### src/verilog/mem_if_pkg.sv
package mem_if_pkg;

    // application interface of the memory, one 32-bit beat per data transfer
    localparam int app_addr_w = 30;
    localparam int app_data_w = 32;

    typedef logic [app_addr_w-1:0] app_addr_t;  // beat address
    typedef logic [app_data_w-1:0] app_data_t;

    localparam app_addr_t addr_inc = app_addr_t'(2);  // one 64-bit sample is two beats

    typedef enum logic [2:0] {
        cmd_write = 3'b000,
        cmd_read  = 3'b001
    } app_cmd_e;

    // command plus write data path, as driven by one requester
    typedef struct packed {
        logic      en;
        app_cmd_e  cmd;
        app_addr_t addr;
        logic      wdf_wren;
        logic      wdf_end;   // high beat of the pair
        app_data_t wdf_data;
    } app_req_t;

    // read return, low beat first then high beat with end set
    typedef struct packed {
        logic      valid;
        logic      data_end;
        app_data_t data;
    } app_rsp_t;

endpackage

### src/verilog/capture_pkg.sv
package capture_pkg;

    localparam int sample_w = 64;

    // one ADC sample word as it sits in the pre and post FIFOs
    typedef logic [sample_w-1:0] sample_t;

    // same word split into memory beats, low beat goes first
    typedef struct packed {
        mem_if_pkg::app_data_t hi;
        mem_if_pkg::app_data_t lo;
    } sample_beats_t;

    // writer takes it apart as beats, reader fills beats and reads a word
    typedef union packed {
        sample_t       word;
        sample_beats_t beats;
    } sample_word_u;

endpackage

### src/verilog/sample_writer.sv
module sample_writer #(
    parameter int mem_words = 32
) (
    input  logic                  ui_clk,
    input  logic                  reset,
    input  logic                  capture_go,
    input  logic                  write_done_in,
    input  logic                  app_rdy,
    input  capture_pkg::sample_t  pre_dout,
    input  logic                  pre_empty,
    output logic                  pre_rd,
    output mem_if_pkg::app_req_t  wr_req,
    output logic                  write_done,
    output mem_if_pkg::app_addr_t words_written,
    output logic                  mem_full,
    output logic                  writing
);
    import mem_if_pkg::*;
    import capture_pkg::*;

    localparam app_addr_t top_addr = app_addr_t'(mem_words) * addr_inc;  // beats when full

    typedef enum logic [1:0] {
        s_idle,
        s_wait,
        s_write1,
        s_write2
    } state_e;

    state_e       state;
    state_e       next_state;
    app_addr_t    wr_addr;
    sample_word_u cur_word;   // word popped for the current beat pair
    logic         done_hold;  // capture finished upstream, drain what is left
    logic         finish;
    logic         incr_addr;
    logic         last_slot;

    assign last_slot = (wr_addr + addr_inc == top_addr);
    assign finish = (state == s_wait) && done_hold && pre_empty && ~capture_go;

    always_comb begin
        next_state = state;
        pre_rd = 1'b0;
        incr_addr = 1'b0;
        if (capture_go) begin
            next_state = s_wait;
        end else begin
            case (state)
                s_idle: next_state = s_idle;
                s_wait: begin
                    if (~pre_empty && app_rdy) begin
                        pre_rd = 1'b1;
                        if (~mem_full)
                            next_state = s_write1;  // else word is dropped
                    end else if (finish) begin
                        next_state = s_idle;
                    end
                end
                s_write1: begin
                    if (app_rdy)
                        next_state = s_write2;
                end
                s_write2: begin
                    incr_addr = 1'b1;
                    if (last_slot) begin
                        next_state = s_wait;
                    end else if (~pre_empty && app_rdy) begin
                        pre_rd = 1'b1;  // back to back samples
                        next_state = s_write1;
                    end else begin
                        next_state = s_wait;
                    end
                end
                default: next_state = s_idle;
            endcase
        end
    end

    always_ff @(posedge ui_clk) begin
        if (reset) begin
            state <= s_idle;
            wr_addr <= '0;
            mem_full <= 1'b0;
            done_hold <= 1'b0;
            write_done <= 1'b0;
        end else begin
            state <= next_state;
            write_done <= finish;
            if (capture_go) begin
                wr_addr <= '0;
                mem_full <= 1'b0;
                done_hold <= 1'b0;
            end else begin
                if (incr_addr) begin
                    wr_addr <= wr_addr + addr_inc;
                    if (last_slot)
                        mem_full <= 1'b1;
                end
                if (state == s_idle)
                    done_hold <= 1'b0;
                else if (write_done_in)
                    done_hold <= 1'b1;
            end
        end
    end

    always_ff @(posedge ui_clk) begin
        if (pre_rd)
            cur_word.word <= pre_dout;
        if (finish)
            words_written <= wr_addr / addr_inc;  // samples, capped by the full stop
    end

    always_comb begin
        wr_req.en = (state == s_write1);
        wr_req.cmd = cmd_write;
        wr_req.addr = wr_addr;
        wr_req.wdf_wren = (state == s_write1) || (state == s_write2);
        wr_req.wdf_end = (state == s_write2);
        wr_req.wdf_data = (state == s_write2) ? cur_word.beats.hi : cur_word.beats.lo;
    end

    assign writing = (state != s_idle) || write_done;  // covers the handover cycle

endmodule

### src/verilog/app_mem.sv
module app_mem #(
    parameter int mem_words = 32
) (
    input  logic                 ui_clk,
    input  logic                 reset,
    input  mem_if_pkg::app_req_t wr_req,
    input  mem_if_pkg::app_req_t rd_req,
    output logic                 app_rdy,
    output mem_if_pkg::app_rsp_t rd_rsp
);
    import mem_if_pkg::*;

    localparam int beat_w = $clog2(2 * mem_words);

    app_data_t         mem [2*mem_words];
    logic [beat_w-1:0] wr_idx;
    logic              rd_accept;
    logic              s1_valid;   // low beat due next cycle
    logic              s2_valid;   // high beat due next cycle
    logic [beat_w-1:0] s1_idx;
    logic [beat_w-1:0] s2_idx;
    logic              rsp_valid;
    logic              rsp_end;
    app_data_t         rsp_data;

    // sample addresses are even, the end beat takes the odd slot
    assign wr_idx = {wr_req.addr[beat_w-1:1], wr_req.wdf_end};
    assign rd_accept = app_rdy && rd_req.en && (rd_req.cmd == cmd_read);

    always_ff @(posedge ui_clk) begin
        if (wr_req.wdf_wren)
            mem[wr_idx] <= wr_req.wdf_data;
    end

    always_ff @(posedge ui_clk) begin
        if (reset) begin
            app_rdy <= 1'b0;
            s1_valid <= 1'b0;
            s2_valid <= 1'b0;
            rsp_valid <= 1'b0;
            rsp_end <= 1'b0;
        end else begin
            app_rdy <= 1'b1;  // no calibration, ready right after reset
            s1_valid <= rd_accept;
            s2_valid <= s1_valid;
            rsp_valid <= s1_valid || s2_valid;
            rsp_end <= s2_valid;
        end
    end

    // return path, high beat wins if two requests land back to back
    always_ff @(posedge ui_clk) begin
        s1_idx <= rd_req.addr[beat_w-1:0];
        s2_idx <= {s1_idx[beat_w-1:1], 1'b1};
        rsp_data <= s2_valid ? mem[s2_idx] : mem[s1_idx];
    end

    assign rd_rsp = '{valid: rsp_valid, data_end: rsp_end, data: rsp_data};

endmodule

### src/verilog/sample_reader.sv
module sample_reader (
    input  logic                  ui_clk,
    input  logic                  reset,
    input  logic                  capture_go,
    input  logic                  write_done,
    input  mem_if_pkg::app_addr_t words_written,
    input  logic                  app_rdy,
    input  mem_if_pkg::app_rsp_t  rd_rsp,
    input  logic                  post_prog_full,
    output mem_if_pkg::app_req_t  rd_req,
    output logic                  post_wr,
    output capture_pkg::sample_t  post_din,
    output logic                  reading
);
    import mem_if_pkg::*;
    import capture_pkg::*;

    typedef enum logic [2:0] {
        s_idle,
        s_wait,
        s_read1,
        s_read2,
        s_drain   // last read still in flight
    } state_e;

    state_e       state;
    state_e       next_state;
    app_addr_t    rd_addr;
    app_addr_t    end_addr;
    sample_word_u beat_buf;
    logic         incr_addr;
    logic         at_end;
    logic         end_beat;

    assign at_end = (rd_addr == end_addr);
    assign end_beat = rd_rsp.valid && rd_rsp.data_end;

    always_comb begin
        next_state = state;
        incr_addr = 1'b0;
        if (capture_go) begin
            next_state = s_idle;  // abort readback
        end else begin
            case (state)
                s_idle: begin
                    if (write_done)
                        next_state = s_wait;
                end
                s_wait: begin
                    if (at_end)
                        next_state = s_idle;  // empty capture
                    else if (app_rdy && ~post_prog_full)
                        next_state = s_read1;
                end
                s_read1: begin
                    if (app_rdy) begin
                        incr_addr = 1'b1;
                        next_state = s_read2;
                    end
                end
                s_read2: begin
                    if (at_end)
                        next_state = s_drain;
                    else if (app_rdy && ~post_prog_full)
                        next_state = s_read1;
                    else
                        next_state = s_wait;
                end
                s_drain: begin
                    if (end_beat)
                        next_state = s_idle;
                end
                default: next_state = s_idle;
            endcase
        end
    end

    always_ff @(posedge ui_clk) begin
        if (reset) begin
            state <= s_idle;
            rd_addr <= '0;
            end_addr <= '0;
            post_wr <= 1'b0;
        end else begin
            state <= next_state;
            post_wr <= end_beat && (state != s_idle) && ~capture_go;  // drop stale returns
            if (state == s_idle && write_done) begin
                rd_addr <= '0;
                end_addr <= words_written * addr_inc;
            end else if (incr_addr) begin
                rd_addr <= rd_addr + addr_inc;
            end
        end
    end

    always_ff @(posedge ui_clk) begin
        if (rd_rsp.valid) begin
            if (rd_rsp.data_end)
                beat_buf.beats.hi <= rd_rsp.data;
            else
                beat_buf.beats.lo <= rd_rsp.data;
        end
    end

    assign post_din = beat_buf.word;

    always_comb begin
        rd_req.en = (state == s_read1);
        rd_req.cmd = cmd_read;
        rd_req.addr = rd_addr;
        rd_req.wdf_wren = 1'b0;
        rd_req.wdf_end = 1'b0;
        rd_req.wdf_data = '0;
    end

    assign reading = (state != s_idle) || post_wr;

endmodule

### src/verilog/ddr_capture_top.sv
module ddr_capture_top #(
    parameter int mem_words = 32
) (
    input  logic                 ui_clk,
    input  logic                 reset,
    input  logic                 capture_go,
    input  logic                 write_done_in,
    input  capture_pkg::sample_t pre_dout,
    input  logic                 pre_empty,
    input  logic                 post_prog_full,
    output logic                 pre_rd,
    output logic                 post_wr,
    output capture_pkg::sample_t post_din,
    output logic                 mem_full,
    output logic                 busy
);
    import mem_if_pkg::*;

    app_req_t  wr_req;
    app_req_t  rd_req;
    app_rsp_t  rd_rsp;
    app_addr_t words_written;  // samples stored, handed to the reader
    logic      app_rdy;
    logic      write_done;
    logic      writing;
    logic      reading;

    sample_writer #(
        .mem_words     (mem_words)
    ) u_sample_writer (
        .ui_clk        (ui_clk),
        .reset         (reset),
        .capture_go    (capture_go),
        .write_done_in (write_done_in),
        .app_rdy       (app_rdy),
        .pre_dout      (pre_dout),
        .pre_empty     (pre_empty),
        .pre_rd        (pre_rd),
        .wr_req        (wr_req),
        .write_done    (write_done),
        .words_written (words_written),
        .mem_full      (mem_full),
        .writing       (writing)
    );

    app_mem #(
        .mem_words (mem_words)
    ) u_app_mem (
        .ui_clk    (ui_clk),
        .reset     (reset),
        .wr_req    (wr_req),
        .rd_req    (rd_req),
        .app_rdy   (app_rdy),
        .rd_rsp    (rd_rsp)
    );

    sample_reader u_sample_reader (
        .ui_clk         (ui_clk),
        .reset          (reset),
        .capture_go     (capture_go),
        .write_done     (write_done),
        .words_written  (words_written),
        .app_rdy        (app_rdy),
        .rd_rsp         (rd_rsp),
        .post_prog_full (post_prog_full),
        .rd_req         (rd_req),
        .post_wr        (post_wr),
        .post_din       (post_din),
        .reading        (reading)
    );

    assign busy = writing | reading;

endmodule

### config.mk
export PLATFORM = sky130hd
export DESIGN_NAME = ddr_capture_top
export DESIGN_NICKNAME = d
export VERILOG_FILES = /design/src/verilog/mem_if_pkg.sv /design/src/verilog/capture_pkg.sv /design/src/verilog/sample_writer.sv /design/src/verilog/app_mem.sv /design/src/verilog/sample_reader.sv /design/src/verilog/ddr_capture_top.sv
export SDC_FILE = /design/constraint.sdc
export NUM_CORES = 2
export LEC_CHECK = 0
export BUFFER_PORTS_ARGS = -buffer_cell sky130_fd_sc_hd__buf_4
export CORE_MARGIN = 2
export CORE_UTILIZATION = 40
export CTS_CLUSTER_SIZE = 40
export DETAILED_ROUTE_END_ITERATION = 6
export SLEW_MARGIN = 20
export SYNTH_ARGS = -nofsm -noshare
export SYNTH_HDL_FRONTEND = slang
export SYNTH_SLANG_ARGS = --single-unit
### constraint.sdc
create_clock -name ui_clk -period 7.8 [get_ports ui_clk]
set_input_delay 0.78 -clock ui_clk [delete_from_list [all_inputs] [get_ports ui_clk]]
set_output_delay 0.78 -clock ui_clk [all_outputs]
set_load 0.1 [all_outputs]
==> impl_metrics.yaml <==
outcome:
  outcome: "finished, final reports clean"
clock_tree:
  numClockSinks: 2348
  cts_max_path_buffers: 3
  clockRootBuffer: "clkbuf_16"
  cts-resized-gates: 0
  cts-hold-fix-buffers: 0
  h-tree-depth: 4
  postCtsSetupRepairBufs: 0
  cts_tree: "built"
  clk_pin_slew_ns: 0.07
  clk_latency_ns: 0.87
  cts_inserted_buffers: 233
critical_path:
  cp.arrival_ns: 5.29
  worst-r2r-cell-count: 8
  cpMostUsedCell: "buf_4"
  crit_path_end_kind: "primary output"
  start_kind: "register"
  cpPeakStageDelay_ns: 0.83
  path_cells: "nand3_2 -> or4_1 -> or4_4 -> a211oi_2 -> nand3_1 -> nor3_1 -> a211oi_4 -> buf_4 -> buf_4"
  cp_max_fo: 65
  cpLargestDelayFamily: "simple AND/OR/NAND/NOR gates"
  critical_path_class: "register to primary output"
  worst-path-buf-inv: 2
  r2r_start: "u_sample_writer.wr_addr[3]$_SDFFE_PP0P_"
  r2r_end: "u_sample_writer.cur_word[2]$_DFFE_PP_"
  r2r_slack_ns: 3.35
  crit_required_ns: 7.02
  slowest_stage: "or4_1"
pwr:
  finalPower_mw: 24.92
  ir_worst_vdd_mv: 0.2307
  p_leak_nw: 30.48
  power_density_nw_per_um2: 244.4
synthesis:
  synth_top_flop_cell: "edfxtp_1"
  synth_cell_type_count: 54
  avgSynthCellArea_um2: 22.26
  synth_area_um2: 88770
  synth_edf_count: 2205
  syn-num-nets: 4063
  seq_area_frac_synth_pct: 77.81
  ys_warn_count: 0
  async_flop_share_pct: 0
  synthCells: 3988
  synth-seq-cells: 2348
floorplan:
  start_util_pct: 40.32
  design.die.area_um2: 225700
  coreArea_um2: 220200
  rows: 172
  die_w_um: 475.1
  die_h_um: 475.1
  io_pins: 138
timing:
  slew_violations: 0
  fmax_mhz: 164.8
  skew_ns: 0.03674
  worstMarginPinSlew_ns: 1.044
  period_minus_slack_ns: 6.070
  rsz0062_at_grt: "false"
  relSlewSlack_pct: 30.21
  fin_ws_ns: 1.730
  final.period_utilization_pct: 77.82
  hold_viol_final: 0
  fin_setup_tns_ns: 0
  setup_viol: 0
cells_and_area:
  fin_nets: 4334
  drive_gt1_share_pct: 30.80
  area_growth_pct: 14.87
worst_hold_path:
  holdPathStages: 1
  worstHoldStart: "pre_dout[54]"
  min_to: "u_sample_writer.cur_word[54]$_DFFE_PP_"
  hold_class: "input pin to register"
route:
  drc: 0
  via_per_inst: 5.559
  ant_nets: 0
  drt-initial-drc-count: 4605
  drt-total-wl_um: 212200
  firstDrtPassIters: 6
  wl_per_cell_um: 28.60
  vias: 41240
global_routing:
  grt_max_degree: 125
  grt_pass1_vias: 42320
  grt_remaining_overflow: 0
  track_usage_pct: 18.82
  antenna_found_initial: 10
  grt_pass1_wl_um: 304500
place:
  portBuffers: 137
  dp_hpwl_um: 109600
  place.gp.congestion: 0.7728
  place_ws_ns: 2.628
run:
  drv_cap: 0
[synth_stat cells (14+ instances only)]
| cell type | n | share of area, % |
|---|---|---|
| a21oi_1 | 42 | 0.24 |
| nand2_1 | 235 | 0.99 |
| dfxtp_1 | 143 | 3.2 |
| edfxtp_1 | 2205 | 75 |
| nand4_1 | 17 | 0.12 |
| mux2_2 | 32 | 0.41 |
| mux2i_1 | 34 | 0.38 |
| nor2_1 | 137 | 0.58 |
| mux4_2 | 640 | 16 |
| nor3_1 | 14 | 0.079 |
| xor2_1 | 43 | 0.42 |
| buf_1 | 59 | 0.25 |
| nand3_1 | 31 | 0.17 |
| o21ai_0 | 42 | 0.24 |
| clkbuf_1 | 146 | 0.62 |
| xnor2_1 | 45 | 0.44 |
[power breakdown]
group          switching (mW)  leakage [nW]  internal, mW
combinational           0.117          5.79        0.0394
clock                    4.76          3.72          6.34
sequential            0.00683          21.0          13.7
total                    4.88          30.5          20.0
[layer usage]
metal	global-route usage (%)	vias to the layer above	wire length (um)
met3	2.931	226	13540
met1	27.05	22500	91140
met5	0	-	9
li1	-	17140	-
met4	4.216	2	3486
met2	30.44	1374	104000
[worst max path at each step]
| stage | startpoint | endpoint | cells after the start |
|---|---|---|---|
| after global placement | u_sample_writer.wr_addr[3]$_SDFFE_PP0P_ | pre_rd | 9 |
| after CTS | u_sample_writer.wr_addr[3]$_SDFFE_PP0P_ | pre_rd | 9 |
| final | u_sample_writer.wr_addr[3]$_SDFFE_PP0P_ | pre_rd | 9 |
| after global routing | u_sample_writer.wr_addr[3]$_SDFFE_PP0P_ | pre_rd | 9 |
| after floorplan | u_sample_writer.wr_addr[13]$_SDFFE_PP0P_ | pre_rd | 8 |
| after detailed placement | u_sample_writer.wr_addr[3]$_SDFFE_PP0P_ | pre_rd | 9 |
[per-stage QoR]
stage          util [%]  std cells  hold slack [ns]  cell area [um2]
6_report          46.32       7418          0.08287           102000
5_1_grt           46.31       7414          0.03971           102000
4_1_cts           46.28       7413          0.01435           101900
3_5_place_dp      42.80       6982           0.4114            94230
3_3_place_gp      42.80       6982           0.4121            94230
2_1_floorplan         -       3988           0.3290            88780
[cell usage in the layout (no fill, tap or decap), types with 32 or more instances in the layout]
master	n
edfxtp_1	2205
mux4_2	640
clkbuf_16	241
buf_4	240
nand2_1	201
dfxtp_1	132
nor2_1	72
nor2_4	64
clkbuf_1	53
clkinv_1	49
xnor2_1	45
xor2_1	43
o21ai_0	42
a21oi_1	42
clkinv_2	35
mux2i_1	34
mux2_2	32
[registers in the layout, summed over array words and instances (netlist names), 2 cells and up, named ones only]
register	cells
u_sample_writer.state	2
u_sample_reader.state	3
u_app_mem.s1_idx	5
u_sample_writer.wr_addr	29
u_app_mem.mem	2048
u_sample_reader.rd_addr	29
u_sample_reader.end_addr	29
u_app_mem.rsp_data	32
u_sample_writer.words_written	29
u_sample_writer.cur_word	64
u_sample_reader.post_din	64
[worst reg2reg max path, delay by kind of cell (launching register included)]
kind	cells	cell delay [ns]
buffers and inverters	1	0.36
AND/OR/NAND/NOR	5	2.66
AO/OA/AOI/OAI	2	0.36
flip-flops	1	0.56
[kinds of logic (layout without fill, tap and decap cells)]
| kind of cell | count (synthesis) | count (layout) | share of synthesized area, % |
|---|---|---|---|
| fa+ha+maj | 5 | 5 | 0.07047 |
| flops | 2348 | 2348 | 77.81 |
| simple gates | 509 | 509 | 2.538 |
| other cells | 0 | 5 | 0 |
| mux | 706 | 706 | 17.03 |
| buf+inv | 218 | 685 | 0.9288 |
| xor+xnor | 88 | 88 | 0.8682 |
| compound gates | 114 | 114 | 0.7569 |
[area by class of cell]
| class | instances | area (um2) |
|---|---|---|
| antenna | 5 | 12.51 |
| sequential | 2348 | 69110 |
| inverter | 8 | 30.03 |
| clock buffer | 303 | 6345 |
| fill | 18090 | 118200 |
| multi-input combinational | 1422 | 19540 |
| clock inverter | 128 | 1305 |
| timing repair buffer | 246 | 1922 |
| tap | 2958 | 3701 |
Note: power is estimated with default switching activity, not from simulation.
